==> src/design/mul_arith_pkg.sv <==
`default_nettype none

// widths for the 64-bit multiply datapath
package mul_arith_pkg;

  // operand and result width
  localparam int xlen = 64;

  // one operand half, before sign extension
  localparam int half_w = xlen / 2;

  // half plus one sign bit, so every slice can be multiplied as signed
  localparam int slice_w = half_w + 1;

  // 33 x 33 partial product
  localparam int pp_w = 2 * slice_w;

  // full aligned sum; low 2*xlen bits hold the product
  localparam int sum_w = pp_w + xlen;

endpackage : mul_arith_pkg

`default_nettype wire

==> src/design/mul_op_pkg.sv <==
`default_nettype none

// operations and control states of the multiply unit
package mul_op_pkg;

  // M-extension multiply ops, numbered like funct3
  typedef enum logic [2:0] {
    op_mul    = 3'd0,  // low 64 bits
    op_mulh   = 3'd1,  // high, signed x signed
    op_mulhsu = 3'd2,  // high, signed x unsigned
    op_mulhu  = 3'd3,  // high, unsigned x unsigned
    op_mulw   = 3'd4   // low word, sign-extended
  } mul_op_e;

  // occupancy of stage two
  typedef enum logic {
    st_empty = 1'b0,
    st_full  = 1'b1
  } stage_state_e;

  // which slice of the product goes out
  typedef enum logic [1:0] {
    sel_lo   = 2'd0,
    sel_hi   = 2'd1,
    sel_word = 2'd2
  } res_sel_e;

endpackage : mul_op_pkg

`default_nettype wire

==> src/design/mul_pp_if.sv <==
`timescale 1ns/1ps
`default_nettype none

// stage-one to stage-two bundle
interface mul_pp_if;

  // registered partial products, lo/hi of multiplicand then multiplier
  logic [mul_arith_pkg::pp_w-1:0] ll;
  logic [mul_arith_pkg::pp_w-1:0] lh;
  logic [mul_arith_pkg::pp_w-1:0] hl;
  logic [mul_arith_pkg::pp_w-1:0] hh;

  // result select, registered with the products
  mul_op_pkg::res_sel_e res_sel;

  modport gen (
    output ll, lh, hl, hh
  );

  modport ctrl (
    output res_sel
  );

  modport sum (
    input ll, lh, hl, hh,
    input res_sel
  );

endinterface : mul_pp_if

`default_nettype wire

==> src/design/mul_pp_sum.sv <==
`timescale 1ns/1ps
`default_nettype none

module mul_pp_sum (
  mul_pp_if.sum                              pp,
  output logic [mul_arith_pkg::xlen-1:0]     result
);

  localparam int hw = mul_arith_pkg::half_w;
  localparam int xl = mul_arith_pkg::xlen;
  localparam int pw = mul_arith_pkg::pp_w;
  localparam int sw = mul_arith_pkg::sum_w;

  // aligned terms
  logic [sw-1:0] ll_ext;
  logic [sw-1:0] lh_ext;
  logic [sw-1:0] hl_ext;
  logic [sw-1:0] hh_ext;
  logic [sw-1:0] prod;

  // weight 2^0
  assign ll_ext = {{(sw - pw){1'b0}}, pp.ll};

  // cross terms at weight 2^32, sign-extended to the top
  assign lh_ext = {{(sw - pw - hw){pp.lh[pw-1]}}, pp.lh, {hw{1'b0}}};
  assign hl_ext = {{(sw - pw - hw){pp.hl[pw-1]}}, pp.hl, {hw{1'b0}}};

  // weight 2^64, already fills the width
  assign hh_ext = {pp.hh, {xl{1'b0}}};

  // wraps mod 2^130; only the low 128 bits matter
  assign prod = ll_ext + lh_ext + hl_ext + hh_ext;

  always_comb begin
    case (pp.res_sel)
      mul_op_pkg::sel_hi:   result = prod[2*xl-1:xl];
      mul_op_pkg::sel_word: result = {{hw{prod[hw-1]}}, prod[hw-1:0]};  // mulw
      default:              result = prod[xl-1:0];
    endcase
  end

endmodule : mul_pp_sum

`default_nettype wire

==> src/flat_wrapper.sv <==
// flat-port wrapper written by rule: the top's interface ports become plain ports
module mul_pp_sum_flat 
  (result, pp_ll, pp_lh, pp_hl, pp_hh, pp_res_sel);
  mul_pp_if pp_i ();
  output logic [mul_arith_pkg::xlen-1:0] result;
  input wire logic [$bits(pp_i.ll)-1:0] pp_ll;
  input wire logic [$bits(pp_i.lh)-1:0] pp_lh;
  input wire logic [$bits(pp_i.hl)-1:0] pp_hl;
  input wire logic [$bits(pp_i.hh)-1:0] pp_hh;
  input wire logic [$bits(pp_i.res_sel)-1:0] pp_res_sel;
  assign pp_i.ll = pp_ll;
  assign pp_i.lh = pp_lh;
  assign pp_i.hl = pp_hl;
  assign pp_i.hh = pp_hh;
  assign pp_i.res_sel = pp_res_sel;
  mul_pp_sum u_core (.pp(pp_i), .result(result));
endmodule
==> config.mk <==
export PLATFORM = sky130hd
export DESIGN_NAME = mul_pp_sum_flat
export DESIGN_NICKNAME = d
export VERILOG_FILES = /design/src/design/mul_arith_pkg.sv /design/src/design/mul_op_pkg.sv /design/src/design/mul_pp_if.sv /design/src/design/mul_pp_sum.sv /design/src/flat_wrapper.sv
export SDC_FILE = /design/constraint.sdc
export NUM_CORES = 1
export LEC_CHECK = 0
export BUFFER_PORTS_ARGS = -buffer_cell sky130_fd_sc_hd__buf_2
export CORE_MARGIN = 5
export CORE_UTILIZATION = 30
export DETAILED_ROUTE_END_ITERATION = 10
export PLACE_DENSITY = 0.59
export SYNTH_ARGS = -nofsm -noshare
export SYNTH_HDL_FRONTEND = slang
export SYNTH_SLANG_ARGS = --single-unit
==> constraint.sdc <==
create_clock -name vclk -period 28.3
set_clock_uncertainty 0.05 [all_clocks]
set_input_delay 4.245 -clock vclk [all_inputs]
set_output_delay 4.245 -clock vclk [all_outputs]
set_load 0.02 [all_outputs]
==> metrics <==
top layer reached by signal wires met5; Synth top cells by count 174 x sky130_fd_sc_hd__a21oi_1, 172 x sky130_fd_sc_hd__ha_1, 154 x sky130_fd_sc_hd__nand2_1; Mapped Nets between 1.5k and 2k; area share of and/or/nand/nor cells after synthesis 19.9%; met1 routed wirelength after detailed routing 16100 microns; synth top area cells sky130_fd_sc_hd__ha_1 22%, sky130_fd_sc_hd__a21oi_1 8.9%, sky130_fd_sc_hd__fa_1 7.4%; DP Area 0.0117 sq mm; post-detailed-route DRC marker count 0; number of ports placed on the die boundary 330; post-placement worst setup slack 12740 ps; result of the run finished, final reports clean; number of different library cells in the post-synthesis netlist 87; post-synth top area share between 20% and 30%; pin count of the biggest net entering global routing 49; RePlAce Congestion 0.916; gate count of the mapped netlist 1370; met2 wirelength from detailed routing 17900 microns; Arr. time, crit path approximately 11000 ps; fraction of the mapped netlist area in adder cells 29.4%; leftover overflow at the end of global routing 0; clk_buf instances 0; class of the tightest hold or removal check in2out; total setup buffers inserted after CTS 0; XOR/XNOR Fraction of Synth Area 9.96%; minimum period implied by the final worst setup slack 15670 ps; final cell area excluding filler cells 0.0117 sq mm; initial core utilization 30.2%; capture endpoint of the worst hold path result[9]; area added between synthesis and finish 19.8%; data required time of the worst path about 24000 ps; filler instances 3562; number of cells upsized or downsized after cts 0; core region area 0.0323 sq mm; number of warnings printed during yosys synthesis 0; count of TritonRoute iterations in the first routing pass 6; IR drop worst, VDD 0.0153 mV; setup repair after global routing missed its margin false; CTS Hold Bufs 0; proportion of synthesized chip area in sequential cells 0%; overall power after layout around 600 uW; most repeated cell in the gate-level netlist after synthesis sky130_fd_sc_hd__a21oi_1; type of the setup path with the least slack in2out; setup slack of the critical path after layout between 10000 and 15000 ps; worst hold path startpoint pp_ll[9]; initial antenna violation count 5; post-DP HPWL 32600 microns; crit share post-route between 50% and 60%; Setup Total Neg Slack 0 ps; sequential cell area in the final layout 0 sq um; share of cells above drive strength 1 22.6%; full die area 0.0362 sq mm; First DRT Iteration DRCs ~620; Compound-Gate Fraction of Synth Area 34.5%; average wire per cell in the routed design 17.8 microns; wirelength, routed 37300 microns; number of buffers inserted by port buffering 328; post-route antenna net violation count 0; multiplexer area fraction after synthesis 0.731%; ratio of total power to cell area 51.0 mW/mm^2; Mapped Avg Cell Area a little over 7 sq um; number of core rows 66; vias in the first global route 11.1k; max cap viols 0; Worst Hold Path Cells 4; Nets 2120; count of endpoints failing hold in the final timing report 0; highest clock frequency the design can meet roughly 0.064 GHz; final number of max-transition violations 0; Final Hold Slack 8760 ps; worst rel slew slack 36.7%; final sequential cell count 0; Via Count between 10k and 15k; global-route wire length before repair 57100 microns; GRT Util Overall 19.1%; number of setup violations in the final report 0; horizontal die dimension 190 microns; endpoint kind of the worst setup timing path output pin; cell type with the largest total area after synthesis sky130_fd_sc_hd__ha_1; nature of the critical path startpoint primary input; Least-Margin Pin Slew 945 ps; number of vias per cell 5.36; maximum fanout count along the critical path 5; reported leakage power roughly 0.0057 uW; Netlist Area Pre-Place 0.00976 sq mm; wire length on met3 2370 microns; dominant combinational cell family by area after synthesis compound AO/OA/AOI/OAI gates; vertical die dimension 190 microns
==> where the power goes <==
| group | leakage, uW | switching [uW] | internal, uW |
|---|---|---|---|
| Sequential | 0 | 0 | 0 |
| Clock | 0.0000000254 | 0 | 0.0000189 |
| Combinational | 0.00569 | 369 | 227 |
==> cell families after synthesis <==
group / count (synthesis)
AOI/OAI and AO/OA: 524
and+or+nand+nor: 409
adders and majority gates: 208
xor gates and xnor gates: 111
buffers and inverters: 111
muxes: 7
==> metal layers <==
metal	global-route usage, %	up-vias
met2	33.9	398
met4	4.34	2
met1	25.2	5107
met3	1.59	50
li1	-	5639
met5	0	-
==> worst max-delay path by stage <==
| stage | depth (start not counted) | end | slack (ps) | start |
|---|---|---|---|---|
| 2_1_floorplan | 21 | result[63] | 13150 | pp_hl[1] |
| 3_3_place_gp | 23 | result[58] | 12740 | pp_hl[2] |
| 3_5_place_dp | 24 | result[58] | 12740 | pp_hl[1] |
| 4_1_cts | 24 | result[58] | 12700 | pp_hl[1] |
| 5_1_grt | 24 | result[58] | 12300 | pp_hl[1] |
| 6_report | 23 | result[58] | 12630 | pp_hl[2] |
==> cell usage in the layout, fill, tap and decap left out, types with 4 or more instances in the layout <==
cell type	n
sky130_fd_sc_hd__a211o_1	4
sky130_fd_sc_hd__a211oi_1	12
sky130_fd_sc_hd__a21boi_0	5
sky130_fd_sc_hd__a21o_1	59
sky130_fd_sc_hd__a21oi_1	174
sky130_fd_sc_hd__a221oi_1	8
sky130_fd_sc_hd__a22o_1	5
sky130_fd_sc_hd__a31oi_1	24
sky130_fd_sc_hd__a41oi_1	5
sky130_fd_sc_hd__and2_1	9
sky130_fd_sc_hd__and3_1	15
sky130_fd_sc_hd__buf_2	328
sky130_fd_sc_hd__buf_4	6
sky130_fd_sc_hd__diode_2	4
sky130_fd_sc_hd__fa_1	36
sky130_fd_sc_hd__ha_1	172
sky130_fd_sc_hd__inv_1	51
sky130_fd_sc_hd__mux2i_1	6
sky130_fd_sc_hd__nand2_1	154
sky130_fd_sc_hd__nand2b_1	16
sky130_fd_sc_hd__nand3_1	28
sky130_fd_sc_hd__nand3b_1	4
sky130_fd_sc_hd__nand4_1	32
sky130_fd_sc_hd__nor2_1	84
sky130_fd_sc_hd__nor2b_1	12
sky130_fd_sc_hd__nor3_1	19
sky130_fd_sc_hd__nor4_1	5
sky130_fd_sc_hd__o211ai_1	12
sky130_fd_sc_hd__o21a_1	19
sky130_fd_sc_hd__o21ai_0	103
sky130_fd_sc_hd__o21ai_1	8
sky130_fd_sc_hd__o21bai_1	22
sky130_fd_sc_hd__o221ai_1	5
sky130_fd_sc_hd__o22ai_1	4
sky130_fd_sc_hd__o31ai_1	6
sky130_fd_sc_hd__or2_2	4
sky130_fd_sc_hd__or3_1	10
sky130_fd_sc_hd__xnor2_1	66
sky130_fd_sc_hd__xor2_1	45
==> layout make-up <==
class	count	area [sq um]	area share (%)
inverter	51	191	1.64
antenna	4	10.0	0.0856
tap	442	553	4.73
multi-input combinational	1259	9250	79.1
timing repair buffer	334	1690	14.4
==> stage by stage <==
| stage | utilization [%] | instances |
|---|---|---|
| 2_1_floorplan | - | 1370 |
| 3_3_place_gp | 36.2 | 2086 |
| 3_5_place_dp | 36.2 | 2086 |
| 4_1_cts | 36.2 | 2086 |
| 5_1_grt | 36.2 | 2089 |
| 6_report | 36.2 | 2090 |
==> worst max-delay path, stage by stage <==
cell,delay (ps)
sky130_fd_sc_hd__buf_2,110
sky130_fd_sc_hd__fa_1,530
sky130_fd_sc_hd__ha_1,310
sky130_fd_sc_hd__a21oi_1,190
sky130_fd_sc_hd__nor2_1,110
sky130_fd_sc_hd__o21ai_0,360
sky130_fd_sc_hd__o311ai_1,270
sky130_fd_sc_hd__a2111oi_2,640
sky130_fd_sc_hd__o21ai_1,320
sky130_fd_sc_hd__o211ai_1,470
sky130_fd_sc_hd__a31oi_1,310
sky130_fd_sc_hd__a41oi_1,350
sky130_fd_sc_hd__xnor2_1,140
sky130_fd_sc_hd__ha_1,400
sky130_fd_sc_hd__nand4_1,180
sky130_fd_sc_hd__or3_1,440
sky130_fd_sc_hd__o31ai_2,500
sky130_fd_sc_hd__a21oi_1,250
sky130_fd_sc_hd__o21ai_1,350
sky130_fd_sc_hd__a21oi_1,150
sky130_fd_sc_hd__or4b_1,470
sky130_fd_sc_hd__nand3_1,110
sky130_fd_sc_hd__buf_2,180
(Power assumes the default switching activity.)
