## src/design/mul_arith_pkg.sv

```systemverilog
`default_nettype none

// widths for the 64-bit multiply datapath
package mul_arith_pkg;

  // operand and result width
  localparam int xlen = 64;

  // one operand half, before sign extension
  localparam int half_w = xlen / 2;

  // half plus one sign bit, so every slice can be multiplied as signed
  localparam int slice_w = half_w + 1;

  // 33 x 33 partial product
  localparam int pp_w = 2 * slice_w;

  // full aligned sum; low 2*xlen bits hold the product
  localparam int sum_w = pp_w + xlen;

endpackage : mul_arith_pkg

`default_nettype wire

```

## src/design/mul_op_pkg.sv

```systemverilog
`default_nettype none

// operations and control states of the multiply unit
package mul_op_pkg;

  // M-extension multiply ops, numbered like funct3
  typedef enum logic [2:0] {
    op_mul    = 3'd0,  // low 64 bits
    op_mulh   = 3'd1,  // high, signed x signed
    op_mulhsu = 3'd2,  // high, signed x unsigned
    op_mulhu  = 3'd3,  // high, unsigned x unsigned
    op_mulw   = 3'd4   // low word, sign-extended
  } mul_op_e;

  // occupancy of stage two
  typedef enum logic {
    st_empty = 1'b0,
    st_full  = 1'b1
  } stage_state_e;

  // which slice of the product goes out
  typedef enum logic [1:0] {
    sel_lo   = 2'd0,
    sel_hi   = 2'd1,
    sel_word = 2'd2
  } res_sel_e;

endpackage : mul_op_pkg

`default_nettype wire

```

## src/design/mul_pp_if.sv

```systemverilog
`timescale 1ns/1ps
`default_nettype none

// stage-one to stage-two bundle
interface mul_pp_if;

  // registered partial products, lo/hi of multiplicand then multiplier
  logic [mul_arith_pkg::pp_w-1:0] ll;
  logic [mul_arith_pkg::pp_w-1:0] lh;
  logic [mul_arith_pkg::pp_w-1:0] hl;
  logic [mul_arith_pkg::pp_w-1:0] hh;

  // result select, registered with the products
  mul_op_pkg::res_sel_e res_sel;

  modport gen (
    output ll, lh, hl, hh
  );

  modport ctrl (
    output res_sel
  );

  modport sum (
    input ll, lh, hl, hh,
    input res_sel
  );

endinterface : mul_pp_if

`default_nettype wire

```

## src/design/mul_ctrl.sv

```systemverilog
`timescale 1ns/1ps
`default_nettype none

module mul_ctrl (
  input  wire logic                clk,
  input  wire logic                rst_n,
  input  wire logic                in_valid,
  input  wire logic                flush,
  input  wire mul_op_pkg::mul_op_e op,
  output logic                     load,
  output logic                     src1_signed,
  output logic                     src2_signed,
  output logic                     out_valid,
  mul_pp_if.ctrl                   pp
);

  mul_op_pkg::stage_state_e stage_q;
  mul_op_pkg::res_sel_e     res_sel_d;

  // flush only kills the op issued this cycle
  assign load = in_valid & ~flush;

  // opcode decode
  always_comb begin
    src1_signed = 1'b0;
    src2_signed = 1'b0;
    res_sel_d   = mul_op_pkg::sel_lo;
    case (op)
      mul_op_pkg::op_mulh: begin
        src1_signed = 1'b1;
        src2_signed = 1'b1;
        res_sel_d   = mul_op_pkg::sel_hi;
      end
      mul_op_pkg::op_mulhsu: begin
        src1_signed = 1'b1;  // multiplier stays unsigned
        res_sel_d   = mul_op_pkg::sel_hi;
      end
      mul_op_pkg::op_mulhu: begin
        res_sel_d = mul_op_pkg::sel_hi;
      end
      mul_op_pkg::op_mulw: begin
        res_sel_d = mul_op_pkg::sel_word;  // sign of low word comes from the sum
      end
      default: begin
        res_sel_d = mul_op_pkg::sel_lo;  // plain mul
      end
    endcase
  end

  // stage two holds exactly one cycle, no stall
  always_ff @(posedge clk or negedge rst_n) begin
    if (!rst_n) begin
      stage_q    <= mul_op_pkg::st_empty;
      pp.res_sel <= mul_op_pkg::sel_lo;
    end else begin
      stage_q <= load ? mul_op_pkg::st_full : mul_op_pkg::st_empty;
      if (load) begin
        pp.res_sel <= res_sel_d;  // travels with the partial products
      end
    end
  end

  assign out_valid = (stage_q == mul_op_pkg::st_full);

endmodule : mul_ctrl

`default_nettype wire

```

## src/flat_wrapper.sv

```systemverilog
// flat-port wrapper written by rule: the top's interface ports become plain ports
module mul_ctrl_flat 
  (clk, rst_n, in_valid, flush, op, load, src1_signed, src2_signed, out_valid, pp_res_sel);
  mul_pp_if pp_i ();
  input  wire logic clk;
  input  wire logic rst_n;
  input  wire logic in_valid;
  input  wire logic flush;
  input  wire mul_op_pkg::mul_op_e op;
  output logic load;
  output logic src1_signed;
  output logic src2_signed;
  output logic out_valid;
  output wire logic [$bits(pp_i.res_sel)-1:0] pp_res_sel;
  assign pp_res_sel = pp_i.res_sel;
  mul_ctrl u_core (.clk(clk), .rst_n(rst_n), .in_valid(in_valid), .flush(flush), .op(op), .load(load), .src1_signed(src1_signed), .src2_signed(src2_signed), .out_valid(out_valid), .pp(pp_i));
endmodule
```

## config.mk

```make
export PLATFORM = sky130hd
export DESIGN_NAME = mul_ctrl_flat
export DESIGN_NICKNAME = d
export VERILOG_FILES = /design/src/design/mul_arith_pkg.sv /design/src/design/mul_op_pkg.sv /design/src/design/mul_pp_if.sv /design/src/design/mul_ctrl.sv /design/src/flat_wrapper.sv
export SDC_FILE = /design/constraint.sdc
export NUM_CORES = 1
export LEC_CHECK = 0
export ABC_AREA = 1
export ABC_CLOCK_PERIOD_IN_PS = 800
export BUFFER_PORTS_ARGS = -buffer_cell sky130_fd_sc_hd__buf_2
export CAP_MARGIN = 10
export CORE_AREA = 2 2 39 41
export DETAILED_ROUTE_END_ITERATION = 8
export DIE_AREA = 0 0 41 43
export GPL_TIMING_DRIVEN = 1
export PLACE_DENSITY = 0.42
export REMOVE_ABC_BUFFERS = 1
export SLEW_MARGIN = 20
export SYNTH_ARGS = -nofsm -noshare
export SYNTH_HDL_FRONTEND = slang
export SYNTH_SLANG_ARGS = --single-unit
```

## constraint.sdc

```tcl
create_clock -name clk -period 0.8 [get_ports clk]
set_input_delay 0.08 -clock clk [delete_from_list [all_inputs] [get_ports clk]]
set_output_delay 0.08 -clock clk [all_outputs]
set_load 0.05 [all_outputs]
```

==> impl_metrics.py, run 1 <==
metrics = {
    "floorplan": {
        "io_pins": 13,
        "fp-row-count": 14,
        "die_x_um": 41,
        "core_area_um2": 1380,
        "die_h_um": 43,
        "dieArea_um2": 1760,
        "initial_core_util": 0.115,
    },
    "hold_path": {
        "hold_end": "u_core.out_valid$_DFF_PN0_",
        "hold_depth": 2,
        "holdCritStartpoint": "flush",
        "hold_class": "input pin to flop",
    },
    "route": {
        "drtAntennaViolNets": 0,
        "vias_per_cell": 3.25,
        "dr.pass1.iters": 1,
        "wl_per_cell_um": 6.47,
        "drc": 0,
        "wl_um": 356,
        "vias": 179,
        "drt-initial-drc-count": 0,
    },
    "critical_path": {
        "cp_max_fo": 2,
        "worstRegToRegCells": 3,
        "slowest_delay_ps": 380,
        "arrival_ps": 760,
        "crit_path_top_delay_cell": "dfrtp_1",
        "regToRegSetupSlack_ps": 80,
        "crit_type": "flop to output pin",
        "critPathCaptureType": "output pin",
        "crit_chain": "buf_6",
        "critPathLaunchType": "flop",
        "cp.required_ps": 720,
        "r2r_start": "u_core.pp.res_sel[1]$_DFFE_PN0P_",
        "crit_buf_inv": 1,
        "reg2reg_to": "u_core.pp.res_sel[1]$_DFFE_PN0P_",
        "crit_family": "flip-flops",
    },
    "clock_network": {
        "clk_pin_slew_ps": 40,
        "clock_path_buffers": 2,
        "numClockSinks": 3,
        "cts_tree": "yes",
        "cts-root-buf": "clkbuf_4",
        "insertion_delay_ps": 230,
        "cts_max_level": 1,
        "cts_inserted_buffers": 3,
    },
    "sta": {
        "finalMaxSlewViolations": 0,
        "worst_pin_slew_ps": 247,
        "period_share": 1.06,
        "min_period_ps": 844,
        "setup_violations": 3,
        "relSlewSlack": 0.836,
        "timing.final.ws_setup_ps": -44.4,
        "fin_skew_ps": 0,
        "rsz0062_at_grt": "yes",
        "fin_setup_tns_ps": -104,
        "hold_viol_final": 0,
        "max_freq_ghz": 1.18,
    },
    "logic_synthesis": {
        "yosysSeqAreaShare": 0.472,
        "ys_ff_latch": 3,
        "synth_flop_cell": "dfrtp_1",
        "synth_commonest_cells": "nand2_1 (6), inv_1 (5), dfrtp_1 (3)",
        "ys_types": 8,
        "netlist_top_cells_area": "dfrtp_1 (47%), nand2_1 (14%), inv_1 (12%)",
        "synth_edf_count": 0,
        "synth_most_common_cell": "nand2_1",
        "synthArstFlopShare": 1.00,
        "syn_inst": 20,
        "ys_warn_count": 0,
        "synth.cell_area_um2": 159,
        "synth_top_area_frac": 0.472,
        "yosysTopAreaCell": "dfrtp_1",
        "synth_area_per_cell_um2": 7.95,
    },
    "grt": {
        "antenna_found_initial": 0,
        "grt_pass1_wl_um": 462,
        "grt_max_degree": 6,
        "overflow": 0,
        "grt_util_all_layers": 0.0451,
        "grt_pass1_vias": 124,
    },
    "final_layout": {
        "area_delta_synth_final_pct": 96.1,
        "fillers": 152,
        "multi_input_area_um2": 65.1,
        "nNetsFinal": 47,
        "drive_gt1_frac": 0.487,
        "antenna_cells": 0,
        "seq_area_um2": 75.1,
    },
    "placed_design": {
        "io_buffers": 12,
        "post-place-ws_ps": 23.9,
        "hpwl_um": 291,
        "globalplace.congestion": 0.561,
    },
    "job": {
        "maxCapViolCount": 0,
    },
    "run_status": {
        "outcome": "finished, violations left",
        "violations": "setup timing",
    },
    "power": {
        "irDropWorstVdd_uv": 358,
        "power_mw": 0.622,
        "powerDensity_nw_per_um2": 2000,
        "power_leakage_nw": 0.180,
    },
}
-- how the worst max path moves through the flow --
stage,endpoint,cells past startpoint,from
6_report,pp_res_sel[1],1,u_core.pp.res_sel[1]$_DFFE_PN0P_
5_1_grt,pp_res_sel[1],1,u_core.pp.res_sel[1]$_DFFE_PN0P_
4_1_cts,pp_res_sel[1],1,u_core.pp.res_sel[1]$_DFFE_PN0P_
3_5_place_dp,src1_signed,4,op[1]
3_3_place_gp,src1_signed,4,op[1]
2_1_floorplan,src2_signed,1,op[1]
-- area by class of cell --
cell class | count | area share
timing repair buffer | 15 | 0.341
sequential | 3 | 0.241
multi-input combinational | 12 | 0.209
clock buffer | 4 | 0.0843
tap | 16 | 0.0643
inverter | 5 | 0.0602
-- sequential cells by signal, indices dropped and copies added (netlist names) --
name	flops
u_core.out_valid	1
u_core.pp.res_sel	2
-- cell families after synthesis --
| logic type | after synthesis | share of synthesized area |
|---|---|---|
| and+or+nand+nor | 12 | 0.409 |
| buffers and inverters | 5 | 0.118 |
| DFF | 3 | 0.472 |
-- metrics by stage --
stage               cells   util  hold slack, ps  instance area, µm²
global route           55  0.225            30.3                 312
CTS                    55  0.223            38.1                 309
detailed placement     48  0.173            -120                 239
global placement       48  0.173            -122                 239
floorplan              20      -            -216                 159
finish                 55  0.225            42.5                 312
-- layout by cell type (no fill, tap or decap), drive strengths merged --
cell         instances
nand2                6
dfrtp                3
nor3b                1
nor2                 2
inv                  5
buf                 14
nand3                2
dlygate4sd3          1
clkbuf               4
nor3                 1
-- power breakdown --
part           total [mW]  internal [mW]  switching, mW
registers           0.172          0.165        0.00736
clock network       0.265          0.187         0.0777
logic               0.185         0.0703          0.114
-- metal layers --
metal	track usage	routed length, µm	vias up
li1	-	-	97
met5	0	0	-
met1	0.0481	158	74
met3	0.0314	34	0
met4	0.0600	0	0
met2	0.0469	163	8
-- timing repair --
action | CTS | global route
setup buffers | 2 | 0
gates resized for setup | 6 | 2
hold buffers | 1 | 0
endpoints found under the setup margin | 3 | 4
gates cloned | 0 | 0
endpoints found under the hold margin | 3 | 0
No activity file was read; power rests on OpenSTA's default activity.
==> run 2: changes to the inputs <==
ABC_CLOCK_PERIOD_IN_PS = 810   (was 800)
clock period = 0.81 ns   (was 0.8 ns; I/O delays follow)
==> run 2 against run 1 <==
  * The flow still finishes with violations (setup timing)
  * Core utilization is 0.18 points lower
  * Highest routed layer unchanged
  * Sequential share of layout area is 0.20 points higher
  * Critical path depth unchanged
  * Setup slack improved by 11 ps
  * Via count increased by 2.8%
  * Cell count unchanged
  * Critical path type unchanged
  * Sequential cell count did not move
  * Clock-buffer cell count unchanged
  * Worst hold slack improved by 3.5 ps
==> impl_metrics.py, run 2 (synthesized netlist as in run 1, its figures left out) <==
metrics = {
    "clock_network": {
        "cts-root-buf": "clkbuf_4",
        "cts_inserted_buffers": 3,
        "clock_path_buffers": 2,
        "cts_max_level": 1,
        "clk_pin_slew_ps": 40,
        "numClockSinks": 3,
        "cts_tree": "yes",
        "insertion_delay_ps": 230,
    },
    "floorplan": {
        "fp-row-count": 14,
        "die_h_um": 43,
        "dieArea_um2": 1760,
        "die_x_um": 41,
        "io_pins": 13,
        "core_area_um2": 1380,
        "initial_core_util": 0.115,
    },
    "final_layout": {
        "design_area_um2": 309,
        "finalNonFillerCells": 55,
        "layout_commonest_cell": "buf_2",
        "fillers": 160,
        "regMostFlops": "u_core.pp.res_sel",
        "largest_reg_flops": 2,
        "drive_gt1_frac": 0.487,
        "area_delta_synth_final_pct": 94.5,
        "utilization": 0.223,
        "nNetsFinal": 47,
        "final_cell_mix": "buf_2 (9), nand2_1 (6), inv_1 (5)",
        "antenna_cells": 0,
    },
    "sta": {
        "timing.final.ws_setup_ps": -33.1,
        "min_period_ps": 843,
        "finalMaxSlewViolations": 0,
        "whs_ps": 46.0,
        "relSlewSlack": 0.834,
        "setup_violations": 3,
        "period_share": 1.04,
        "fin_skew_ps": 0,
        "fin_setup_tns_ps": -72.9,
        "hold_viol_final": 0,
        "max_freq_ghz": 1.19,
        "rsz0062_at_grt": "yes",
        "worst_pin_slew_ps": 251,
    },
    "placed_design": {
        "dpl.cell_count": 48,
        "post-place-ws_ps": 51.0,
        "post_dp_cell_area_um2": 239,
        "io_buffers": 12,
        "globalplace.congestion": 0.564,
    },
    "critical_path": {
        "crit_path_top_delay_cell": "dfrtp_1",
        "reg2reg_to": "u_core.pp.res_sel[1]$_DFFE_PN0P_",
        "slowest_delay_ps": 380,
        "critPathLaunchType": "flop",
        "crit_type": "flop to output pin",
        "r2r_start": "u_core.pp.res_sel[1]$_DFFE_PN0P_",
        "crit_buf_inv": 1,
        "endpoint": "pp_res_sel[1]",
        "critPathCaptureType": "output pin",
        "crit_family": "flip-flops",
        "regToRegSetupSlack_ps": 90,
        "cp_max_fo": 2,
        "arrival_ps": 760,
        "cp.required_ps": 730,
        "crit_chain": "buf_6",
        "startpoint": "u_core.pp.res_sel[1]$_DFFE_PN0P_",
        "path_depth": 1,
        "worstRegToRegCells": 3,
    },
    "route": {
        "drc": 0,
        "dr.max_layer_used": "met3",
        "dr_wl_met2_um": 170,
        "wl_um": 371,
        "dr_wl_met3_um": 32,
        "vias_per_cell": 3.35,
        "drt-initial-drc-count": 0,
        "vias": 184,
        "wl_per_cell_um": 6.75,
        "dr.pass1.iters": 1,
        "drt-met1-wl_um": 168,
        "drtAntennaViolNets": 0,
    },
    "power": {
        "power_leakage_nw": 0.180,
        "irDropWorstVdd_uv": 369,
        "power_mw": 0.610,
        "powerDensity_nw_per_um2": 1980,
    },
    "job": {
        "maxCapViolCount": 0,
    },
    "hold_path": {
        "hold_class": "input pin to flop",
    },
    "grt": {
        "antenna_found_initial": 0,
        "grt_pass1_vias": 156,
        "grt_util_all_layers": 0.0512,
        "overflow": 0,
        "grt_pass1_wl_um": 558,
        "grt_max_degree": 6,
    },
    "run_status": {
        "violations": "setup timing",
        "outcome": "finished, violations left",
    },
}
run 2: layer usage:
metal,vias up,global-route usage
met4,0,0.0600
met1,79,0.0545
li1,97,-
met2,8,0.0594
met3,0,0.0314
met5,-,0
run 2: power breakdown:
part | leakage, nW | internal [mW] | switching [mW]
Sequential | 0.0391 | 0.163 | 0.00726
Clock | 0.0150 | 0.184 | 0.0745
Combinational | 0.126 | 0.0674 | 0.114
run 2: how the worst min path moves through the flow:
| stage | depth (start not counted) | slack [ps] | from | endpoint |
|---|---|---|---|---|
| 6_report | 2 | 50 | flush | u_core.out_valid$_DFF_PN0_ |
| 5_1_grt | 2 | 40 | flush | u_core.out_valid$_DFF_PN0_ |
| 4_1_cts | 2 | 40 | flush | u_core.out_valid$_DFF_PN0_ |
| 3_5_place_dp | 1 | -120 | rst_n | u_core.pp.res_sel[1]$_DFFE_PN0P_ |
| 3_3_place_gp | 1 | -120 | rst_n | u_core.pp.res_sel[1]$_DFFE_PN0P_ |
| 2_1_floorplan | 0 | -210 | rst_n | u_core.out_valid$_DFF_PN0_ |
run 2: timing repair:
action	4_1_cts	5_1_grt
endpoints found under the hold margin	3	0
endpoints found under the setup margin	3	3
buffers inserted	2	0
hold buffers	1	0
gates resized for setup	6	0
run 2: layout make-up:
type                       instances  area (µm²)  share of cell area
sequential                         3        75.1               0.243
clock buffer                       4        26.3              0.0850
inverter                           5        18.8              0.0607
tap                               16        20.0              0.0648
timing repair buffer              15         104               0.336
multi-input combinational         12        65.1               0.211
